### config.mk
export PLATFORM = sky130hd
export DESIGN_NAME = queue
export DESIGN_NICKNAME = d
export VERILOG_FILES = /design/src/hdl/fetch_pkg.sv /design/src/hdl/queue.sv
export VERILOG_INCLUDE_DIRS = /design/src /design/src/hdl
export SDC_FILE = /design/constraint.sdc
export NUM_CORES = 2
export LEC_CHECK = 0
export ABC_AREA = 1
export BUFFER_PORTS_ARGS = -buffer_cell sky130_fd_sc_hd__buf_2
export CAP_MARGIN = 15
export CORE_UTILIZATION = 40
export DETAILED_ROUTE_END_ITERATION = 8
export GPL_TIMING_DRIVEN = 1
export SYNTH_ARGS = -nofsm -noshare
export SYNTH_HDL_FRONTEND = slang
export SYNTH_SLANG_ARGS = --single-unit
### constraint.sdc
create_clock -name clk -period 6.6 [get_ports clk]
set_input_delay 0.33 -clock clk [delete_from_list [all_inputs] [get_ports clk]]
set_output_delay 0.33 -clock clk [all_outputs]
set_load 0.02 [all_outputs]
### src/hdl/fetch_consts.svh
`ifndef FETCH_CONSTS_SVH
`define FETCH_CONSTS_SVH

// First instruction fetched out of reset.
`define FETCH_RESET_PC 32'hAAAAA000

// 64-bit memory beats per 256-bit cache line.
`define LINE_BEATS 4

// Direct-mapped sets in the instruction cache.
`define CACHE_SETS 16

// Entries in the instruction queue.
`define QUEUE_DEPTH 32

`endif

### src/hdl/fetch_pkg.sv
`include "fetch_consts.svh"

package fetch_pkg;

    typedef logic [31:0] addr_t;                  // Byte address.
    typedef logic [31:0] word_t;                  // One instruction.
    typedef logic [63:0] beat_t;                  // One memory beat.
    typedef logic [`LINE_BEATS*64-1:0] line_t;    // One cache line.

    // A finished burst with its line-aligned address.
    typedef struct packed {
        addr_t addr;
        line_t data;
    } line_fill_t;

    typedef struct packed {
        addr_t pc;
        word_t word;
    } instr_t;

    typedef enum logic [1:0] {
        CS_IDLE,
        CS_LOOKUP,
        CS_REQ,
        CS_WAIT
    } cache_state_e;

endpackage : fetch_pkg

### src/hdl/queue.sv
`timescale 1ns/1ps
`include "fetch_consts.svh"

module queue (
    input  logic                clk,
    input  logic                reset_i,
    input  fetch_pkg::instr_t   data_i,
    input  logic                enq_i,
    output logic                full_o,
    output fetch_pkg::instr_t   data_o,
    input  logic                deq_i,
    output logic                empty_o,
    input  logic                flush_i
);

    localparam int DEPTH    = `QUEUE_DEPTH;
    localparam int PTR_BITS = $clog2(DEPTH);
    localparam int CNT_BITS = $clog2(DEPTH + 1);

    fetch_pkg::instr_t   mem [DEPTH];
    logic [PTR_BITS-1:0] rptr_q;
    logic [PTR_BITS-1:0] wptr_q;
    logic [CNT_BITS-1:0] count_q;

    logic [PTR_BITS-1:0] rptr_base;
    logic [PTR_BITS-1:0] wptr_base;
    logic [CNT_BITS-1:0] count_base;
    logic                do_enq;
    logic                do_deq;

    // Flush first, then this cycle's push and pop.
    always_comb begin
        rptr_base  = flush_i ? '0 : rptr_q;
        wptr_base  = flush_i ? '0 : wptr_q;
        count_base = flush_i ? '0 : count_q;
        do_enq     = enq_i && (count_base != CNT_BITS'(DEPTH));
        do_deq     = deq_i && (count_base != '0);
    end

    always_ff @(posedge clk) begin
        if (reset_i) begin
            rptr_q  <= '0;
            wptr_q  <= '0;
            count_q <= '0;
        end else begin
            rptr_q  <= rptr_base + PTR_BITS'(do_deq);   // Wraps at the power-of-two depth.
            wptr_q  <= wptr_base + PTR_BITS'(do_enq);
            count_q <= count_base + CNT_BITS'(do_enq) - CNT_BITS'(do_deq);
        end
    end

    always_ff @(posedge clk) begin
        if (do_enq) begin
            mem[wptr_base] <= data_i;
        end
    end

    assign data_o  = mem[rptr_q];
    assign full_o  = (count_q == CNT_BITS'(DEPTH));
    assign empty_o = (count_q == '0);

    // The producer must honour full.
    a_no_enq_full: assert property (@(posedge clk) disable iff (reset_i)
        enq_i |-> !full_o);

endmodule : queue

# == Word-level counts from Yosys, hierarchy flattened ==
# Memory sizes are Yosys's and may differ from the RTL's. A register that Yosys moved wholly into a read port is not among the register bits.
# Index checks and enable logic that the tools add are counted.
# op_classes
mul,0
n_div,0
n_mux,6
n_eq_ne,2
n_lt_le_gt_ge,0
n_reduce_logical,4
n_bitwise,0
n_shift,0
n_addsub,4
# ops
cell,count
5-bit 2-to-1 mux,3
5-bit by 1-bit adder with 5-bit output,2
6-bit by 1-bit adder with 6-bit output,1
"6-bit equality test, second input constant",1
6-bit zero test,1
6-bit 2-to-1 mux,1
"6-bit != test, second input constant",1
6-bit nonzero test,1
6-bit by 1-bit subtractor with 6-bit output,1
1-bit logical AND,2
1-bit 2-to-1 mux,2
# totals
ramBits,2048
n_memories,1
word_cells,20
latch_bits,0
ff_bits,16
romBits,0
# mem_list
name,words,width,rd,rd_ports_with_merged_regs,write_ports,line_no,rtl
mem,32,64,1,1,1,queue.sv:20,fetch_pkg::instr_t mem [DEPTH];

# == Longest topological paths before layout ==
# depth
ltp_word,5
depth_mapped,16

# == Least setup slack after synthesis ==
# Ideal clock, no wire load.
# synth_timing
path_type,input port to flip-flop
startpoint,input flush_i
endpoint,memory mem[10][0] (netlist name) (enable)
cell_stages,9
setup_time_ns,0.487
setup_slack_ns,2.087
path_buffers,1
arrival_ns,4.026
path_cell_list,buf_6 > inv_1 > nand2_1 > ha_1 > nand3_1 > nand2_1 > inv_1 > nand3_1 > nor2_1
# synth_between
elab_chain_len,5
# synth_lines
element,line_no,rtl
start: declaration,queue.sv:13,input logic flush_i
6-bit 2-to-1 mux,queue.sv:35,count_base = flush_i ? '0 : count_q;
6-bit != test,queue.sv:36,do_enq = enq_i && (count_base != CNT_BITS'(DEPTH));
1-bit logical AND,queue.sv:36,
1-bit 2-to-1 mux,queue.sv:53,if (do_enq) begin
1-bit 2-to-1 mux (implied by the code),queue.sv:54,mem[wptr_base] <= data_i;
end: declaration,queue.sv:20,
# Parallel ways exist; a longest one is shown, timed or not.

==> metrics.yaml <==
run_status:
  status: "finished clean"
cells_and_area:
  drive_above_1_share_pct: 7.54
  fin_cells: 9733
  stdcell_area_um2: 92300
  fin_nets: 6964
  syn_to_final_growth_pct: 11.3
synthesis:
  edff_count_synth: 2048
  post_synth.cell_area_avg_um2: 12.1
  postSynthNetCount: 6940
  synth_area_um2: 82900
  count_of_mapped_cells_out_of_synthesis: 6857
  ffs_latches_synth: 2064
  yosys.area.top_type_share_pct: 74.2
  post-synth-top-count-cell: "sky130_fd_sc_hd__nand2_1"
  netlist_cell_types: 24
  ys_top_cells_by_area: "sky130_fd_sc_hd__edfxtp_1 (74%), sky130_fd_sc_hd__nand2_1 (11%), sky130_fd_sc_hd__nand3_1 (11%)"
  synth_async_sr_flop_share_pct: 0
  synth.top_cells.by_count: "sky130_fd_sc_hd__nand2_1 (2,436), sky130_fd_sc_hd__edfxtp_1 (2,048), sky130_fd_sc_hd__nand3_1 (1,777)"
  synthFlopType: "sky130_fd_sc_hd__edfxtp_1"
  ys.warnings.count: 0
  ys_seq_area_share_pct: 74.6
  synthDominantAreaCellType: "sky130_fd_sc_hd__edfxtp_1"
place:
  placement.cell_area_um2: 85900
  place_hpwl_mm: 117
  gp_congestion: 0.794
  number_of_buffers_added_on_ports: 134
  numPlacedInstances: 9337
clock_network:
  max-clock-path-buffers: 3
  numCtsBuffers: 204
  clkSlewWorstSetupHoldPaths_ns: 0.06
  root_buffer: "sky130_fd_sc_hd__clkbuf_16"
  post_cts_resized: 0
  cts_tree: "built"
  clk_latency_ns: 0.83
  cts.htree.levels: 4
  tritoncts_num_sinks: 2064
power_and_ir_drop:
  netSwitchingFraction_pct: 27.0
  max-vdd-ir-drop_uv: 297
  cellPowerDensity_nw_per_um2: 320
  combPwrFrac_pct: 14.1
  seq_power_share_pct: 49.3
  netSwitchingPower_mw: 7.97
  share_clk_of_total_power_pct: 36.6
  cell_internal_pwr_mw: 21.6
  p_leak_nw: 32.3
critical_path:
  worst-r2r-setup-slack_ns: 2.52
  crit_path_most_repeated_cell: "sky130_fd_sc_hd__nand2_1"
  critical_path.reg2reg.startpoint: "count_q[3]"
  critPathMaxStageDelay_ns: 1.03
  crit_path_max_fanout: 183
  cp_num_buf_inv: 3
  worstRegToRegCells: 10
  worst_setup_path_end_kind: "output pin"
  crit_slowest_cell: "sky130_fd_sc_hd__dfxtp_4"
  crit-reg2reg-capture: "mem[3][3]"
  timing.critical_path.required_ns: 6.27
  cp.arrival_ns: 4.62
  timing_worst_setup_path_type: "register to output pin"
  cpLargestDelayFamily: "buffers and inverters"
  startpoint_type: "register"
  timing.critical_path.cells: "buf_12, buf_4, nand2_1, nand3_1, nand3_1, nand2_1, nand2_1, nand2_1, nand2_1, nand2_1, buf_2"
drt:
  vias: 53100
  route.detailed.drc: 0
  wl_per_cell_um: 23.4
  ant_nets: 0
  drtIter0Drc: 5443
  route.final.wire_length_mm: 228
  via_per_inst: 5.46
  drt_pass1_iterations: 7
hold_path:
  hold_path_end: "mem[24][45]"
  worstHoldStart: "data_i[45]"
  hold_class: "input port to register"
  timing.hold.worst_path_depth: 1
timing:
  setup_viol: 0
  finClkSkew_ns: 0.0279
  finalMaxSlewViolations: 0
  finalCriticalPeriod_ns: 4.95
  hold_slack_ns: 0.0506
  totalNegativeSetupSlack_ns: 0
  tightest_slew_ns: 1.25
  finalHoldViolations: 0
  worst_slew_margin_rel_pct: 16.2
  rsz0062_at_grt: "no"
  layout_worst_path_cycle_share_pct: 74.9
  maxClockFrequency_ghz: 0.202
floorplanning:
  die_w_um: 457
  num_rows: 166
  coreArea_um2: 205000
  die_height_um: 457
  start_util_pct: 40.4
  die_area_um2: 209000
  floorplan.io_pins: 135
run:
  maxCapViolCount: 0
global_routing:
  grt_antenna_before_repair: 6
  grt_use_total_pct: 21.5
  first_global_vias: 51300
  grt_first_pass_wirelength_mm: 337
  grt_overflow: 0
  pin_count_of_the_biggest_net_entering_global_routing: 233
==> per-layer routing <==
metal / GRT usage (%) / vias to the layer above / wire length, µm
met5: 0 / - / 0
met4: 6.74 / 0 / 6810
met3: 2.58 / 361 / 13700
met2: 36.3 / 1949 / 112000
met1: 28.8 / 26500 / 95000
li1: - / 24300 / -
==> through the flow <==
stage               power, mW  util, %  setup slack [ns]
finish                   29.5     45.0              1.65
global placement         19.0     41.8              2.33
detailed placement       19.0     41.9              2.34
global route             30.6     45.0              1.57
floorplan                17.8        -              2.09
CTS                      29.7     45.0              1.82
==> worst max-delay path by stage <==
| stage | from | to | cells after the start |
|---|---|---|---|
| finish | rptr_q[0] | data_o[16] | 11 |
| global route | rptr_q[0] | data_o[16] | 11 |
| CTS | rptr_q[2] | data_o[8] | 7 |
| detailed placement | flush_i | mem[3][3] | 10 |
| global placement | flush_i | mem[3][1] | 10 |
| floorplan | flush_i | mem[10][0] | 9 |
==> power groups by stage <==
stage | clock network, mW | logic [mW] | registers [mW]
6_report | 10.8 | 4.16 | 14.6
5_1_grt | 11.4 | 4.64 | 14.6
3_3_place_gp | 0 | 4.13 | 14.9
3_5_place_dp | 0 | 4.17 | 14.9
2_1_floorplan | 0 | 2.97 | 14.8
4_1_cts | 10.9 | 4.20 | 14.6
==> registers in the layout, summed over array words and instances, names as in the netlist <==
signal   cells
mem       2048
count_q      6
rptr_q       5
wptr_q       5
==> cells in the final DEF (no fill, tap or decap), drive strengths merged <==
master and count:
edfxtp 2048, dfxtp 16, o21ai 4, nor2 58, clkbuf 264, nand4 3
fa 1, dlygate4sd3 26, clkinvlp 2, clkinv 91, a21oi 8, nor3 7
diode 3, ha 13, xor2 1, buf 233, o21bai 1, nand3 1777
inv 45, a31oi 2, o21a 1, nand2 2436, bufinv 4, o31ai 1
==> worst reg2reg max path, cell delays in order (launching register included) <==
cell and delay, ns:
sky130_fd_sc_hd__dfxtp_1 0.30, sky130_fd_sc_hd__inv_1 0.05, sky130_fd_sc_hd__nor2_1 0.18, sky130_fd_sc_hd__inv_1 0.10, sky130_fd_sc_hd__ha_1 0.22, sky130_fd_sc_hd__nand3_1 0.08, sky130_fd_sc_hd__nand2_1 0.08, sky130_fd_sc_hd__inv_1 0.22
sky130_fd_sc_hd__nand3_1 0.69, sky130_fd_sc_hd__nor2_4 0.87, sky130_fd_sc_hd__buf_4 0.81
==> layout make-up <==
class                      count  area [µm²]
antenna                        3        7.51
clock buffer                 264        5450
clock inverter               103         671
fill                       18400      113000
inverter                      39         196
multi-input combinational   4313       18800
sequential                  2064       61800
tap                         2688        3360
timing repair buffer         259        1930
==> cells by family (layout without fill, tap and decap cells) <==
| kind of cell | count (synthesis) | count (layout) | synth area share [%] |
|---|---|---|---|
| xor+xnor | 1 | 1 | 0.0106 |
| other cells | 0 | 3 | 0 |
| buf+inv | 480 | 665 | 2.99 |
| simple gates | 4281 | 4281 | 22.1 |
| compound gates | 17 | 17 | 0.115 |
| fa+ha+maj | 14 | 14 | 0.220 |
| flops | 2064 | 2064 | 74.6 |
==> timing repair <==
item / 4_1_cts / 5_1_grt
hold buffers: 26 / 0
endpoints found under the setup margin: 0 / 0
buffers inserted: 0 / 0
endpoints found under the hold margin: 597 / 0
No activity file was read; power rests on OpenSTA's default activity.
