**config.mk**
```make
export PLATFORM = sky130hd
export DESIGN_NAME = cache
export DESIGN_NICKNAME = d
export VERILOG_FILES = /design/src/hdl/fetch_pkg.sv /design/src/hdl/cache.sv
export VERILOG_INCLUDE_DIRS = /design/src /design/src/hdl
export SDC_FILE = /design/constraint.sdc
export NUM_CORES = 2
export LEC_CHECK = 0
export ABC_AREA = 1
export BUFFER_PORTS_ARGS = -buffer_cell sky130_fd_sc_hd__buf_2
export CORE_MARGIN = 2
export CORE_UTILIZATION = 35
export DETAILED_ROUTE_END_ITERATION = 16
export PLACE_DENSITY = 0.56
export SYNTH_ARGS = -nofsm -noshare
export SYNTH_HDL_FRONTEND = slang
export SYNTH_MEMORY_MAX_BITS = 65536
export SYNTH_SLANG_ARGS = --single-unit
```
**constraint.sdc**
```tcl
create_clock -name clk -period 20.5 [get_ports clk]
set_input_delay 3.075 -clock clk [delete_from_list [all_inputs] [get_ports clk]]
set_output_delay 3.075 -clock clk [all_outputs]
set_load 0.01 [all_outputs]
```
**src/hdl/fetch_consts.svh**
```systemverilog
`ifndef FETCH_CONSTS_SVH
`define FETCH_CONSTS_SVH

// First instruction fetched out of reset.
`define FETCH_RESET_PC 32'hAAAAA000

// 64-bit memory beats per 256-bit cache line.
`define LINE_BEATS 4

// Direct-mapped sets in the instruction cache.
`define CACHE_SETS 16

// Entries in the instruction queue.
`define QUEUE_DEPTH 32

`endif

```
**src/hdl/fetch_pkg.sv**
```systemverilog
`include "fetch_consts.svh"

package fetch_pkg;

    typedef logic [31:0] addr_t;                  // Byte address.
    typedef logic [31:0] word_t;                  // One instruction.
    typedef logic [63:0] beat_t;                  // One memory beat.
    typedef logic [`LINE_BEATS*64-1:0] line_t;    // One cache line.

    // A finished burst with its line-aligned address.
    typedef struct packed {
        addr_t addr;
        line_t data;
    } line_fill_t;

    typedef struct packed {
        addr_t pc;
        word_t word;
    } instr_t;

    typedef enum logic [1:0] {
        CS_IDLE,
        CS_LOOKUP,
        CS_REQ,
        CS_WAIT
    } cache_state_e;

endpackage : fetch_pkg

```
**src/hdl/cache.sv**
```systemverilog
`timescale 1ns/1ps
`include "fetch_consts.svh"

module cache (
    input  logic                    clk,
    input  logic                    reset_i,

    input  logic                    req_i,
    input  fetch_pkg::addr_t        req_addr_i,
    output logic                    resp_o,
    output fetch_pkg::line_t        line_o,

    input  fetch_pkg::line_fill_t   fill_i,
    input  logic                    fill_valid_i,

    output fetch_pkg::addr_t        bmem_addr_o,
    output logic                    bmem_read_o,
    input  logic                    bmem_ready_i
);

    localparam int ADDR_BITS   = $bits(fetch_pkg::addr_t);
    localparam int OFFSET_BITS = $clog2($bits(fetch_pkg::line_t) / 8);
    localparam int INDEX_BITS  = $clog2(`CACHE_SETS);
    localparam int TAG_BITS    = ADDR_BITS - OFFSET_BITS - INDEX_BITS;

    typedef logic [TAG_BITS-1:0]   tag_t;
    typedef logic [INDEX_BITS-1:0] index_t;

    fetch_pkg::cache_state_e state_q;
    fetch_pkg::addr_t        addr_q;

    fetch_pkg::line_t        data_arr [`CACHE_SETS];
    tag_t                    tag_arr  [`CACHE_SETS];
    logic [`CACHE_SETS-1:0]  valid_q;

    index_t look_idx;
    tag_t   look_tag;
    index_t fill_idx;
    tag_t   fill_tag;
    logic   hit;

    assign look_idx = addr_q[OFFSET_BITS +: INDEX_BITS];
    assign look_tag = addr_q[ADDR_BITS-1 -: TAG_BITS];
    assign fill_idx = fill_i.addr[OFFSET_BITS +: INDEX_BITS];
    assign fill_tag = fill_i.addr[ADDR_BITS-1 -: TAG_BITS];
    assign hit      = valid_q[look_idx] && (tag_arr[look_idx] == look_tag);

    assign bmem_read_o = (state_q == fetch_pkg::CS_REQ);
    assign bmem_addr_o = {addr_q[ADDR_BITS-1:OFFSET_BITS], {OFFSET_BITS{1'b0}}};

    always_ff @(posedge clk) begin
        if (reset_i) begin
            state_q <= fetch_pkg::CS_IDLE;
            valid_q <= '0;
            resp_o  <= 1'b0;
        end else begin
            resp_o <= 1'b0;
            case (state_q)
                fetch_pkg::CS_IDLE: begin
                    if (req_i) begin
                        state_q <= fetch_pkg::CS_LOOKUP;
                    end
                end
                fetch_pkg::CS_LOOKUP: begin
                    resp_o  <= hit;
                    state_q <= hit ? fetch_pkg::CS_IDLE : fetch_pkg::CS_REQ;
                end
                fetch_pkg::CS_REQ: begin
                    if (bmem_ready_i) begin         // Memory took the request.
                        state_q <= fetch_pkg::CS_WAIT;
                    end
                end
                fetch_pkg::CS_WAIT: begin
                    if (fill_valid_i) begin
                        valid_q[fill_idx] <= 1'b1;
                        resp_o            <= 1'b1;
                        state_q           <= fetch_pkg::CS_IDLE;
                    end
                end
                default: state_q <= fetch_pkg::CS_IDLE;
            endcase
        end
    end

    always_ff @(posedge clk) begin
        if (state_q == fetch_pkg::CS_IDLE && req_i) begin
            addr_q <= req_addr_i;
        end
        if (state_q == fetch_pkg::CS_LOOKUP) begin
            line_o <= data_arr[look_idx];
        end
        if (state_q == fetch_pkg::CS_WAIT && fill_valid_i) begin
            data_arr[fill_idx] <= fill_i.data;
            tag_arr[fill_idx]  <= fill_tag;
            line_o             <= fill_i.data;  // Answer straight from the fill.
        end
    end

    a_bmem_aligned: assert property (@(posedge clk) disable iff (reset_i)
        bmem_read_o |-> bmem_addr_o[OFFSET_BITS-1:0] == '0);

    // Fetch keeps at most one request in flight.
    a_req_idle: assert property (@(posedge clk) disable iff (reset_i)
        req_i |-> state_q == fetch_pkg::CS_IDLE);

endmodule : cache

```
Word level (Yosys, flattened, before mapping):

Memories as Yosys holds them, arrays and structs flattened. A register that Yosys moved wholly into a read port is not among the register bits.
Index checks and enable logic that the tools add are counted.

* register bits: 307
* memories: 2
* input port bits: 325
* bits in writable memories: 4464

* reduce and logical (&&, ||, !) cells: 8
* eq/ne operators: 7
* bitwise logic cells: 1
* $lt $le $gt $ge: 3
* mux-type cells: 17

Memory list
* data_arr: depth 16, bits a word 256, read ports 1, clocked after Yosys merged registers in 1, write ports 1, line cache.sv:32 `` fetch_pkg::line_t data_arr [`CACHE_SETS]; ``
* tag_arr: depth 16, bits a word 23, read ports 1, clocked after Yosys merged registers in 1, write ports 1, line cache.sv:33 `` tag_t tag_arr [`CACHE_SETS]; ``

Operator list (count)
* 256-bit 2-to-1 mux: 2
* 23-bit equality test: 1
* 16-bit OR: 1
* 4-bit by 5-bit < comparator with 1-bit output (second input constant): 2
* 2-bit 2-to-1 mux: 4
* 4-bit 2-to-1 mux: 2
* 2-bit case mux with 4 select lines: 1
* 1-bit 2-to-1 mux: 5
* 1-bit binary-select mux with 4-bit select: 1
* 1-bit demux with 4-bit select: 1
* 2-bit equality test (second input constant): 2
* 4-bit by 1-bit greater-or-equal comparator with 1-bit output (second input constant): 1
* 1-bit logical AND: 4
* 2-bit != test (second input constant): 2
* 3-bit AND reduction: 1
* 2-bit by 1-bit equality test with 1-bit output (second input constant): 1
* 2-bit zero test: 1
* 2-bit by 1-bit != test with 1-bit output (second input constant): 1
* 1-bit case mux with 2 select lines: 1
* 2-bit AND reduction: 1
* 2-bit nonzero test: 1

Logic depth before layout (Yosys ltp):

* depth after elaboration: 5
* depth in mapped cells: 18

Least setup slack after synthesis:

OpenSTA, ideal clock, no wires.

* path kind: flip-flop to flip-flop
* start point: reg state_q[0]
* end point: reg line_o[0], enable pin
* library setup time: 1232 ps
* slack: 895 ps
* data arrival time: 18373 ps
* cell stages (with the launch flop): 3
* cells stage by stage: dfxtp_1 > inv_1 > o21ai_0

* longest elaborated chain between the ends: 3
* elaborated cells on any way between the ends: 4
* those cells by class: eq/ne: 2; reduce/logical: 2

Ends and longest elaborated chain
* start: declaration: line cache.sv:29 `fetch_pkg::cache_state_e state_q;`
* start signal: assignment: line cache.sv:53 `state_q <= fetch_pkg::CS_IDLE;`
* start signal: assignment: line cache.sv:61 `state_q <= fetch_pkg::CS_LOOKUP;`
* start signal: assignment: line cache.sv:66 `state_q <= hit ? fetch_pkg::CS_IDLE : fetch_pkg::CS_REQ;`
* 2-bit equality test: line cache.sv:92 `if (state_q == fetch_pkg::CS_WAIT && fill_valid_i) begin`
* 1-bit logical AND: line cache.sv:92
* 2-bit nonzero test (no source line) (*)
* end signal: assignment: line cache.sv:90 `line_o <= data_arr[look_idx];`
* end signal: assignment: line cache.sv:95 `line_o <= fill_i.data;`
* end: declaration: line cache.sv:11 `output fetch_pkg::line_t line_o,`

Mark *: on every way between the ends. The rest lies on a longest branch, timed or not.
A chain may end at the register's enable or synchronous reset.

Worst setup path in the final report:

* start point: in fill_valid_i
* end point: mem data_arr[14][151] (netlist bit), enable pin

* longest elaborated chain between the ends: 3

Ends and longest elaborated chain
* start: declaration: line cache.sv:14 `input logic fill_valid_i,`
* 1-bit logical AND: line cache.sv:92
* 1-bit 2-to-1 mux: line cache.sv:92
* 1-bit 2-to-1 mux (not written as such): line cache.sv:93 `data_arr[fill_idx] <= fill_i.data;`
* end: declaration: line cache.sv:32

Every way passes these cells.

==> impl_metrics.env <==
export IMPL_status="complete, no violations"
export IMPL_arrival_ns=9.07
export IMPL_crit_family="buffers and inverters"
export IMPL_clkTransAtPathRegs_ns=0.06
export IMPL_netlist_area_mm2=0.1855
export IMPL_finClkSkew_ns=0.06350
export IMPL_cp_buffers_inverters=8
export IMPL_netlist_instances=14064
export IMPL_p_clk_frac=0.382
export IMPL_dpl_hpwl_um=258500
export IMPL_ys_seq_area_frac=0.7711
export IMPL_grt_max_degree=227
export IMPL_grt_pass1_vias=110141
export IMPL_nNetsFinal=14744
export IMPL_cts_setup_buffers=0
export IMPL_cap_violations=0
export IMPL_gp_congestion=0.7449
export IMPL_final_cell_mix="edfxtp_1 (4747), nor2_1 (2522), o21ai_0 (2157), nand2_1 (1430), o22ai_1 (1223)"
export IMPL_drv_slew=0
export IMPL_finalHoldViolCount=0
export IMPL_post_drt_wl_per_cell_um=23.96
export IMPL_num_io_pins=615
export IMPL_drive_above_1_share=0.1025
export IMPL_power_switching_w=0.006555
export IMPL_dp_cells=20892
export IMPL_stdcell_count=21841
export IMPL_critical_path_class="in2reg"
export IMPL_fmax_ghz=0.1186
export IMPL_netlist_area_leader_share=0.7686
export IMPL_rsz0062_at_grt="no"
export IMPL_slew_headroom=0.1011
export IMPL_combPwrFrac=0.148
export IMPL_drc=0
export IMPL_cts_buffer_depth=4
export IMPL_first_pass_iters=6
export IMPL_critPathMaxFanout=102
export IMPL_fin_crit_sh=0.4115
export IMPL_p_int_w=0.01698
export IMPL_crit_chain="buf_2 -> nand2_1 -> nor2_4 -> buf_12 -> inv_8 -> nor3_1 -> inv_1 -> nor2_4 -> buf_4 -> buf_4 -> buf_4 -> buf_4"
export IMPL_tns_ns=0
export IMPL_final_antenna_net_count=0
export IMPL_ys_warn_count=0
export IMPL_io_buffers=599
export IMPL_vias=116346
export IMPL_dieArea_mm2=0.5357
export IMPL_hold_class="reg2reg"
export IMPL_crit_top_cell="buf_4"
export IMPL_numCtsBuffers=519
export IMPL_yosysTopAreaCell="edfxtp_1"
export IMPL_final_common_cell="edfxtp_1"
export IMPL_die_height_um=731.9
export IMPL_grt_overflow=0
export IMPL_ctsResizeCount=0
export IMPL_yosys_top_cells_area="edfxtp_1 (77%), o21ai_0 (5.8%), nor2_1 (5.1%)"
export IMPL_fillCellCount=49124
export IMPL_ys_seq_elements=4770
export IMPL_clock_sinks=4770
export IMPL_wirelength_um=523400
export IMPL_std_cell_rows=267
export IMPL_cpPeakStageDelay_ns=0.88
export IMPL_die_w_um=731.9
export IMPL_start_util=0.3512
export IMPL_vias_per_cell=5.327
export IMPL_drt_iter0_markers=12215
export IMPL_swShare=0.2785
export IMPL_grt_usage=0.1873
export IMPL_antenna_found_initial=103
export IMPL_worst_pin_slew_ns=1.337
export IMPL_endpoint_kind="flip-flop"
export IMPL_grt_first_pass_wirelength_um=760400
export IMPL_seqPwrFrac=0.470
export IMPL_setup_worst_path_start_class="input pin"
export IMPL_area_growth_pct=13.99
export IMPL_worst_ep_required_time_ns=21.13
export IMPL_htree_num_levels=6
export IMPL_p_per_area_mw_per_mm2=111.3
export IMPL_root_buffer="clkbuf_16"
export IMPL_synth_cell_type_count=30
export IMPL_core_area_mm2=0.5282
export IMPL_p_leak_nw=68.98
export IMPL_peakVddDrop_mv=0.1027
export IMPL_cts_tree="built"
export IMPL_slowest_stage="buf_4"
export IMPL_finalSetupViolations=0
export IMPL_period_needed_ns=8.435
export IMPL_ctsHoldBuffers=0
export IMPL_synth_avg_cell_area_um2=13.19
export IMPL_insertion_delay_ns=1.07
==> registers in the layout (all words and copies together), names as in the netlist, named ones only <==
signal,flops
data_arr,4096
valid_q,16
line_o,256
addr_q,27
state_q,1
tag_arr,368
resp_o,1
==> worst paths after layout <==
path | to | from | depth (start not counted) | slack [ns]
setup / recovery | data_arr[14][151] | fill_valid_i | 12 | 12.06
setup reg to reg | line_o[129] | flip-flop | 12 | 13.57
hold reg to reg | valid_q[12] | valid_q[12] | 2 | 0.46
hold / removal | valid_q[12] | valid_q[12] | 2 | 0.46
==> synth_stat cells, drive strengths merged <==
library cell	number
or2	3
o221ai	3
inv	146
nand3b	5
conb	1
o211ai	9
nor4	1
o31ai	53
dfxtp	23
clkbuf	621
buf	375
nand2	1430
nor2	2539
a21oi	113
o22ai	1223
nor3	3
a31oi	1
o21ai	2468
nand3	299
clkinv	1
edfxtp	4747
==> worst reg2reg max path: stages (launching register included) <==
cell and delay [ns]:
dfxtp_4 0.63, buf_4 0.80, buf_12 0.57, buf_4 0.96
buf_4 0.83, buf_4 0.91, buf_4 0.84, o21ai_0 0.29
o22ai_1 0.20, o21ai_1 0.09, o22ai_1 0.47, nand2_1 0.11
nand2_1 0.09
==> cell type report <==
class                      count  area, um^2  area share
clock inverter               242        2557     0.01210
clock buffer                 673       13670     0.06467
multi-input combinational   8155       37710      0.1784
antenna                       34       85.08   0.0004025
sequential                  4770      143000      0.6765
tap                         6994        8751     0.04139
inverter                     147       598.1    0.002829
timing repair buffer         826        5015     0.02372
==> per-stage QoR <==
step | power [W] | util | worst slack [ns] | cell area (um^2) | hold WS (ns)
6_report | 0.02353 | 0.4003 | 12.06 | 211400 | 0.4626
5_1_grt | 0.02445 | 0.4002 | 11.82 | 211400 | 0.4933
4_1_cts | 0.02370 | 0.4001 | 12.00 | 211300 | 0.4676
3_5_place_dp | 0.01475 | 0.3694 | 10.88 | 195100 | 0.4542
3_3_place_gp | 0.01475 | 0.3694 | 10.94 | 195100 | 0.4452
2_1_floorplan | 0.01352 | - | 0.8954 | 185500 | 0.4349
==> per-layer routing <==
metal  vias to the layer above  wire length (um)  global-route usage
li1                      52648                 -                   -
met1                     58751            231100              0.2667
met2                      4058            242200              0.2977
met3                       839             36190             0.03030
met4                        50             13650             0.05153
met5                         -               320                   0
==> cell families after synthesis <==
logic type,share of synthesized area
simple gates,0.08881
other cells,0.00002022
compound gates,0.1136
flops,0.7711
buf+inv,0.02646
==> power groups by stage <==
| stage | Sequential, W | Clock [W] | Combinational, W |
|---|---|---|---|
| after global routing | 0.0111 | 0.00954 | 0.00384 |
| after floorplan | 0.0114 | 0 | 0.00214 |
| final | 0.0111 | 0.00899 | 0.00349 |
| after CTS | 0.0111 | 0.00914 | 0.00350 |
| after detailed placement | 0.0113 | 0 | 0.00349 |
| after global placement | 0.0113 | 0 | 0.00348 |
(Power assumes the default switching activity.)
