[config.mk]
export PLATFORM = sky130hd
export DESIGN_NAME = deserializer
export DESIGN_NICKNAME = d
export VERILOG_FILES = /design/src/hdl/fetch_pkg.sv /design/src/hdl/deserializer.sv
export VERILOG_INCLUDE_DIRS = /design/src /design/src/hdl
export SDC_FILE = /design/constraint.sdc
export NUM_CORES = 1
export LEC_CHECK = 0
export BUFFER_PORTS_ARGS = -buffer_cell sky130_fd_sc_hd__buf_2
export CORE_AREA = 4 4 149 151
export DETAILED_ROUTE_END_ITERATION = 10
export DIE_AREA = 0 0 153 155
export MAX_ROUTING_LAYER = met4
export PLACE_DENSITY = 0.73
export SLEW_MARGIN = 30
export SYNTH_ARGS = -nofsm -noshare
export SYNTH_HDL_FRONTEND = slang
export SYNTH_SLANG_ARGS = --single-unit
[constraint.sdc]
create_clock -name clk -period 3.4 [get_ports clk]
set_clock_uncertainty 0.2 [all_clocks]
set_input_delay 0.68 -clock clk [delete_from_list [all_inputs] [get_ports clk]]
set_output_delay 0.68 -clock clk [all_outputs]
set_load 0.01 [all_outputs]
[src/hdl/fetch_consts.svh]
`ifndef FETCH_CONSTS_SVH
`define FETCH_CONSTS_SVH

// First instruction fetched out of reset.
`define FETCH_RESET_PC 32'hAAAAA000

// 64-bit memory beats per 256-bit cache line.
`define LINE_BEATS 4

// Direct-mapped sets in the instruction cache.
`define CACHE_SETS 16

// Entries in the instruction queue.
`define QUEUE_DEPTH 32

`endif

[src/hdl/fetch_pkg.sv]
`include "fetch_consts.svh"

package fetch_pkg;

    typedef logic [31:0] addr_t;                  // Byte address.
    typedef logic [31:0] word_t;                  // One instruction.
    typedef logic [63:0] beat_t;                  // One memory beat.
    typedef logic [`LINE_BEATS*64-1:0] line_t;    // One cache line.

    // A finished burst with its line-aligned address.
    typedef struct packed {
        addr_t addr;
        line_t data;
    } line_fill_t;

    typedef struct packed {
        addr_t pc;
        word_t word;
    } instr_t;

    typedef enum logic [1:0] {
        CS_IDLE,
        CS_LOOKUP,
        CS_REQ,
        CS_WAIT
    } cache_state_e;

endpackage : fetch_pkg

[src/hdl/deserializer.sv]
`timescale 1ns/1ps
`include "fetch_consts.svh"

module deserializer (
    input  logic                    clk,
    input  logic                    reset_i,
    input  fetch_pkg::addr_t        bmem_raddr_i,
    input  fetch_pkg::beat_t        bmem_rdata_i,
    input  logic                    bmem_rvalid_i,
    output fetch_pkg::line_fill_t   fill_o,
    output logic                    fill_valid_o
);

    localparam int BEAT_BITS   = $bits(fetch_pkg::beat_t);
    localparam int LINE_BITS   = $bits(fetch_pkg::line_t);
    localparam int ADDR_BITS   = $bits(fetch_pkg::addr_t);
    localparam int OFFSET_BITS = $clog2(LINE_BITS / 8);
    localparam int COUNT_BITS  = $clog2(`LINE_BEATS);

    logic [COUNT_BITS-1:0] beat_cnt_q;
    logic                  last_beat;
    fetch_pkg::line_t      line_q;
    fetch_pkg::addr_t      base_q;

    assign last_beat = bmem_rvalid_i && (beat_cnt_q == COUNT_BITS'(`LINE_BEATS - 1));

    always_ff @(posedge clk) begin
        if (reset_i) begin
            beat_cnt_q   <= '0;
            fill_valid_o <= 1'b0;
        end else begin
            fill_valid_o <= last_beat;          // Line complete one cycle later.
            if (bmem_rvalid_i) begin
                beat_cnt_q <= last_beat ? '0 : beat_cnt_q + 1'b1;
            end
        end
    end

    // Beats shift in from the top so the first one ends up lowest.
    always_ff @(posedge clk) begin
        if (bmem_rvalid_i) begin
            line_q <= {bmem_rdata_i, line_q[LINE_BITS-1:BEAT_BITS]};
            if (beat_cnt_q == '0) begin
                base_q <= {bmem_raddr_i[ADDR_BITS-1:OFFSET_BITS], {OFFSET_BITS{1'b0}}};
            end
        end
    end

    assign fill_o.addr = base_q;
    assign fill_o.data = line_q;

    // A burst never strays outside the line its first beat named.
    a_same_line: assert property (@(posedge clk) disable iff (reset_i)
        (bmem_rvalid_i && beat_cnt_q != '0)
            |-> bmem_raddr_i[ADDR_BITS-1:OFFSET_BITS] == base_q[ADDR_BITS-1:OFFSET_BITS]);

endmodule : deserializer

; ---- Word-level counts from Yosys, hierarchy flattened
; Index checks and enable logic that the tools add are counted.
; Widths: inputs -> output; s select.
[word_totals]
latchBits = 0
ramBits = 0
regBits = 286
mem_count = 0
romBits = 0
input_bits = 99
wordCells = 10
out_inout_bits = 289
[op_classes]
mux = 1
div = 0
addsub = 1
n_mul = 0
n_shift = 0
reduce_logical = 3
eq_ne = 1
n_bitwise = 0
n_lt_le_gt_ge = 0
[ops]
columns = op, count
row1 = $add 2x1->2 const B, 1
row2 = $eq 2x2->1 const B, 1
row3 = $logic_not 2->1, 1
row4 = $mux 2, 1
row5 = $reduce_and 2->1, 1
row6 = $logic_and 1x1->1, 1

; ---- Logic depth before layout (Yosys ltp)
; Gate-level depths: netlist (run 1).
[depth]
ltp_word = 3
ltp_mapped = 4
mapped_depth_nobuf = 4

; ---- Least setup slack after synthesis (run 1)
; Ideal clock, no wire load.
[synth_timing]
path_type = input-to-reg
from = input bmem_rvalid_i
to = register base_q[10], enable pin
n_path_buf = 0
arrival_time_ps = 1102
required_time_ps = 2833
path_stages = 1
setup_time_ps = 367
path_slack_ps = 1731
path_cell_list = and2_2
[synth_between]
elab_chain_len = 1
[synth_rtl]
columns = item, line
row1 = "start, declared", deserializer.sv:9  ; input logic bmem_rvalid_i,
row2 = $reduce_and 2->1 (no source line), n/a
row3 = "end signal, assigned", deserializer.sv:44  ; base_q <= {bmem_raddr_i[ADDR_BITS-1:OFFSET_BITS], {OFFSET_BITS{1'b0}}};
row4 = "end, declared", deserializer.sv:23  ; fetch_pkg::addr_t base_q;
; No other way between the ends.
; A chain may end at the register's enable or synchronous reset.

; ---- Final worst setup path (run 1)
[layout_timing]
from = register line_q[141]
to = output fill_o[141] (netlist name)
[layout_lines]
columns = item, line
row1 = "start, declared", deserializer.sv:22  ; fetch_pkg::line_t line_q;
row2 = "start signal, assigned", deserializer.sv:42  ; line_q <= {bmem_rdata_i, line_q[LINE_BITS-1:BEAT_BITS]};
row3 = "end, declared", deserializer.sv:10  ; output fetch_pkg::line_fill_t fill_o,
; No word-level cell between the ends.

==> results of run 1 <==
[state kept, by name, indices dropped and copies added (netlist names)]
| signal | count |
|---|---|
| line_q | 256 |
| beat_cnt_q | 2 |
| fill_valid_o | 1 |
| base_q | 27 |
[stage by stage]
stage | cells | util, % | setup WS [ns] | power, mW
2_1_floorplan | 307 | - | 1.73 | 4.46
3_3_place_gp | 957 | 52.5 | 1.29 | 4.82
3_5_place_dp | 957 | 52.5 | 1.28 | 4.84
4_1_cts | 1008 | 56.9 | 1.28 | 7.93
5_1_grt | 1012 | 57.0 | 1.26 | 8.14
6_report | 1013 | 57.0 | 1.34 | 7.83
[cells in the mapped netlist]
cell	number
edfxtp_1	283
buf_4	5
dfxtp_1	3
ha_1	2
inv_1	2
nor2_1	2
and2_2	1
conb_1	1
mux2i_1	1
nand2_1	1
o31ai_1	1
or4b_1	1
[power breakdown]
group | internal, mW | switching [mW]
combinational | 0.189 | 0.307
sequential | 4.16 | 0.0995
clock | 1.86 | 1.21
[cell type report]
class                      count  area [µm²]  area share [%]
antenna                        5        12.5           0.105
clock buffer                  36         752            6.34
clock inverter                15         170            1.43
inverter                       2        7.51          0.0633
multi-input combinational     14        90.1           0.759
sequential                   286        8560            72.1
tap                          275         344            2.90
timing repair buffer         380        1930            16.3
[worst min-delay path by stage]
stage                     start             to  slack [ns]  cells past startpoint
2_1_floorplan     beat_cnt_q[0]  beat_cnt_q[0]        0.27                      2
3_3_place_gp        line_q[138]     line_q[74]        0.22                      0
3_5_place_dp        line_q[171]    line_q[107]        0.23                      0
4_1_cts         bmem_rdata_i[6]    line_q[198]         0.1                      1
5_1_grt        bmem_rdata_i[56]    line_q[248]        0.09                      1
6_report       bmem_rdata_i[41]    line_q[233]        0.13                      1
[cells in the final DEF (no fill, tap or decap), drive strengths merged]
cell type and instances:
o31ai 1, clkbuf 36, edfxtp 283, clkinvlp 1, or4b 1, bufinv 4
ha 2, diode 5, and2 1, dfxtp 3, conb 5, nor2 2
mux2i 1, nand2 1, clkinv 10, buf 380, inv 2
[cells by family after synthesis]
kind of cell | Yosys count | share of synthesized area [%]
compound gates | 1 | 0.0865
other cells | 1 | 0.0432
buf+inv | 7 | 0.519
simple gates | 5 | 0.332
fa+ha+maj | 2 | 0.288
mux | 1 | 0.115
flops | 286 | 98.6
[metal layers]
| metal | GRT usage (%) | routed length [µm] | up-vias |
|---|---|---|---|
| met1 | 16.4 | 6600 | 2134 |
| met2 | 26.5 | 9600 | 275 |
| met5 | - | 0 | - |
| met3 | 6.06 | 2060 | 48 |
| met4 | 5.85 | 726 | 0 |
| li1 | - | - | 2043 |
==> reports/metrics.cfg, run 1 <==
[grt]
overflow = 0
grt_pass1_wl_um = 27400
grt.total_usage_pct = 15.5
grt_max_degree = 142
antenna_found_initial = 4
grt_pass1_vias = 4618

[synthesis]
syn-cell-area_um2 = 8680
ys_seq_area_share_pct = 98.6
synthDistinctLibCells = 12
syn_inst = 303
synth_top_area_share_pct = 97.9
synth_warnings = 0
syn_avg_cell_area_um2 = 28.6
ys_seq_elements = 286
synth.largest_area_cell = edfxtp_1
synth_area_leaders = edfxtp_1 98%, dfxtp_1 0.69%, buf_4 0.43%

[setup_path]
cp.arrival_ns = 1.18
worst-r2r-setup-slack_ns = 1.76
r2r-end = base_q[29]
crit_buf_inv = 1
r2r_start = beat_cnt_q[0]
cpPeakStageDelay_ns = 0.47
critPathCapture = fill_o[141]
crit_type = flip-flop to primary output
path_cells = buf_2
worstSetupStartpoint = line_q[141]
crit_fanout = 2
r2r_cells = 3
worstSetupStartpointType = flip-flop
crit_required_ns = 2.52
critPathTopFamily = flip-flops
cp-end-kind = primary output
slowest_stage = edfxtp_1
path_depth = 1

[min_path]
hp-class = input port to flip-flop

[drt]
dr.pass1.iters = 4
drt-initial-drc-count = 194
drc_errors = 0
vias = 4500
routed_wl_um = 19000
viasPerCell = 4.44
ant_nets = 0
wl_per_cell_um = 18.7

[place]
dpl.hpwl_um = 14000
io_buffers = 377
globalplace.congestion = 0.835
placed_cell_area_um2 = 10900

[timing]
fin_crit_ns = 2.06
max_freq_mhz = 486
max_slew_margin_pct = 47.4
slew_violations = 0
worst_pin_slew_ns = 0.789
setup_viol = 0
timing.setup.tns_ns = 0
hold_ws_ns = 0.128
hold_viol_final = 0
rsz0062_at_grt = no
finalCritPeriodShare_pct = 60.5

[floorplanning]
die_w_um = 153
start_util_pct = 41.7
dieArea_um2 = 23700
chipHeight_um = 155
ios = 388
rows = 53
core_region_area_um2 = 20800

[flow_run]
cap_violations = 0

[clock_network]
clock_latency_ns = 0.52
cts_buffer_depth = 3
cts_tree = built
clkTransAtPathRegs_ns = 0.06
h-tree-depth = 1
cts_root_buf = clkbuf_16
numCtsBuffers = 29
cts.repair.resized = 0
cts_sinks = 286
postCtsSetupRepairBufs = 0
hold_buffers = 0

[layout]
area_delta_synth_final_pct = 36.7
nets = 814
drive_above_1_share_pct = 57.2
n_fill_cell = 1590
final_cell_area_um2 = 11900

[power_and_ir_drop]
p_per_area_nw_per_um2 = 660
leakage_nw = 4.80
irDropWorstVdd_mv = 0.401

[status]
run_status = finished, final reports clean

(Power assumes the default switching activity.)
==> run 2: changes to the inputs <==
--- a/config.mk
+++ b/config.mk
@@ -7,11 +7,11 @@
 export NUM_CORES = 1
 export LEC_CHECK = 0
 export BUFFER_PORTS_ARGS = -buffer_cell sky130_fd_sc_hd__buf_2
-export CORE_AREA = 4 4 149 151
+export CORE_MARGIN = 4
+export CORE_UTILIZATION = 42
 export DETAILED_ROUTE_END_ITERATION = 10
-export DIE_AREA = 0 0 153 155
 export MAX_ROUTING_LAYER = met4
-export PLACE_DENSITY = 0.73
+export PLACE_DENSITY = 0.76
 export SLEW_MARGIN = 30
 export SYNTH_ARGS = -nofsm -noshare
 export SYNTH_HDL_FRONTEND = slang
==> constraint.sdc (replaced) <==
create_clock -name clk -period 1.75 [get_ports clk]
set_clock_uncertainty 0.2 [all_clocks]
set_input_delay 0.35 -clock clk [delete_from_list [all_inputs] [get_ports clk]]
set_output_delay 0.35 -clock clk [all_outputs]
set_load 0.01 [all_outputs]
==> reports/metrics.cfg, run 2 (synthesized netlist as in run 1, its figures left out) <==
[clock_network]
h-tree-depth = 1  ; unchanged
cts_sinks = 286  ; unchanged
cts_root_buf = clkbuf_16
numCtsBuffers = 28  ; -3.4%
clock_latency_ns = 0.52  ; about the same
clkTransAtPathRegs_ns = 0.06  ; about the same
cts_buffer_depth = 3  ; unchanged
cts.repair.resized = 0  ; unchanged
cts_tree = built

[drt]
drc_errors = 0  ; unchanged
wl_per_cell_um = 19.4  ; +3.6%
dr.pass1.iters = 4  ; unchanged
routed_wl_um = 21500  ; +13%
drt-initial-drc-count = 182  ; -6.2%
vias = 4928  ; +9.5%
viasPerCell = 4.46  ; +0.39%
ant_nets = 0  ; unchanged

[setup_path]
cp-end-kind = primary output
r2r_cells = 4  ; +1
critPathCapture = fill_o[188]
r2r-end = base_q[17]
crit_buf_inv = 1  ; unchanged
crit_type = flip-flop to primary output
crit_fanout = 2  ; unchanged
cp.arrival_ns = 1.14  ; -0.04 ns
worst-r2r-setup-slack_ns = 0.31  ; -1.45 ns
r2r_start = beat_cnt_q[1]
slowest_stage = edfxtp_1
worstSetupStartpoint = line_q[188]
critPathTopFamily = flip-flops
crit_required_ns = 1.20  ; -1.32 ns
path_depth = 1  ; unchanged
cpPeakStageDelay_ns = 0.44  ; -0.03 ns
worstSetupStartpointType = flip-flop
path_cells = buf_2

[grt]
antenna_found_initial = 1  ; -3
overflow = 0  ; unchanged
grt.total_usage_pct = 17.9  ; +2.4 points
grt_pass1_vias = 5110  ; +11%
grt_pass1_wl_um = 29900  ; +9.1%
grt_max_degree = 56  ; -61%

[floorplanning]
core_region_area_um2 = 20300  ; -2.5%
start_util_pct = 42.8  ; +1.1 points
ios = 388  ; unchanged
rows = 52  ; -1.9%
die_w_um = 152  ; -0.82%
chipHeight_um = 152  ; -2.1%
dieArea_um2 = 23000  ; -2.9%

[timing]
hold_ws_ns = 0.242  ; +0.114 ns
finalCritPeriodShare_pct = 96.5
fin_crit_ns = 1.69
hold_viol_final = 0  ; unchanged
timing.setup.tns_ns = 0  ; unchanged
max_freq_mhz = 592
setup_viol = 0  ; unchanged
slew_violations = 0  ; unchanged
rsz0062_at_grt = no
setup_slack_ns = 0.0605  ; -1.28 ns

[layout]
largest_reg_flops = 256  ; unchanged
final_common_cell = buf_2
largestRegisters = line_q (256), base_q (27), beat_cnt_q (2)
top_register = line_q
final_cell_mix = 376 x buf_2, 283 x edfxtp_1, 93 x dlygate4sd3_1
nets = 913  ; +12%
n_fill_cell = 1423  ; -11%
area_delta_synth_final_pct = 47.7
drive_above_1_share_pct = 50.9  ; -6.3 points
layout.cells.non_filler = 1105  ; +9.1%
multi_input_area_um2 = 90.1  ; unchanged
register_area_um2 = 8560  ; unchanged

[place]
globalplace.congestion = 0.776  ; -7.1%
io_buffers = 377  ; unchanged
placedCellCount = 959  ; +0.21%
pre_cts_ws_ns = 0.263  ; -1.02 ns
dpl.hpwl_um = 14000  ; -0.21%

[power_and_ir_drop]
p_per_area_nw_per_um2 = 1170  ; +78%
irDropWorstVdd_mv = 0.912  ; +130%
leakage_nw = 5.21  ; +8.6%
fin_total_pwr_mw = 15.0  ; +92%

[status]
run_status = finished, final reports clean

[flow_run]
cap_violations = 0  ; unchanged

[min_path]
hp-class = flip-flop to flip-flop

==> run 2: cell count changes in the layout (fill, tap and decap cells not counted), sizes merged <==
cell,delta
dlygate4sd3,+93
buf,+7
clkbuf,+4
bufinv,-3
diode,-3
clkinvlp,-1
==> run 2: layer usage <==
layer  wire, µm  share of wire, %  GRT usage, %  up-vias
met5          0                 0             -        -
met4        650               3.0          5.12        0
met3       2320                11          6.22       41
met2      11000                51          30.6      294
met1       7530                35          20.0     2352
li1           -                 -             -     2241
==> run 2: what timing repair did <==
| action | 4_1_cts | 5_1_grt |
|---|---|---|
| hold endpoints to repair | 108 | 0 |
| buffers inserted | 0 | 0 |
| hold buffers | 93 | 0 |
==> run 2: how the worst min path moves through the flow <==
stage,startpoint,endpoint,cells after the start,slack (ns)
2_1_floorplan,reset_i,fill_valid_o,1,0.22
3_3_place_gp,line_q[113],line_q[49],0,0.22
3_5_place_dp,line_q[130],line_q[66],0,0.23
4_1_cts,line_q[87],line_q[23],0,0.24
5_1_grt,line_q[119],line_q[55],0,0.25
6_report,line_q[119],line_q[55],0,0.24
==> run 2: where the power goes <==
part	internal [mW]	leakage, nW	switching (mW)
clock	3.21	0.418	2.32
combinational	0.532	2.00	0.662
sequential	8.08	2.79	0.200
==> run 2: layout make-up <==
cell class / count / area share, %
clock inverter: 11 / 0.576
multi-input combinational: 14 / 0.703
timing repair buffer: 480 / 23.1
tap: 270 / 2.64
antenna: 2 / 0.0391
sequential: 286 / 66.8
clock buffer: 40 / 6.06
inverter: 2 / 0.0586
==> run 2: worst register-to-register path, cell delays in order, from the launching register on <==
cell and delay (ns):
dfxtp_1 0.38, inv_1 0.06, ha_1 0.18, and2_2 0.22, buf_4 0.17
==> run 2: stage by stage <==
stage	utilization (%)	instance area [µm²]
after CTS	63.1	12800
final	63.1	12800
after global routing	63.1	12800
after detailed placement	54.3	11000
after global placement	54.3	11000
after floorplan	-	8690
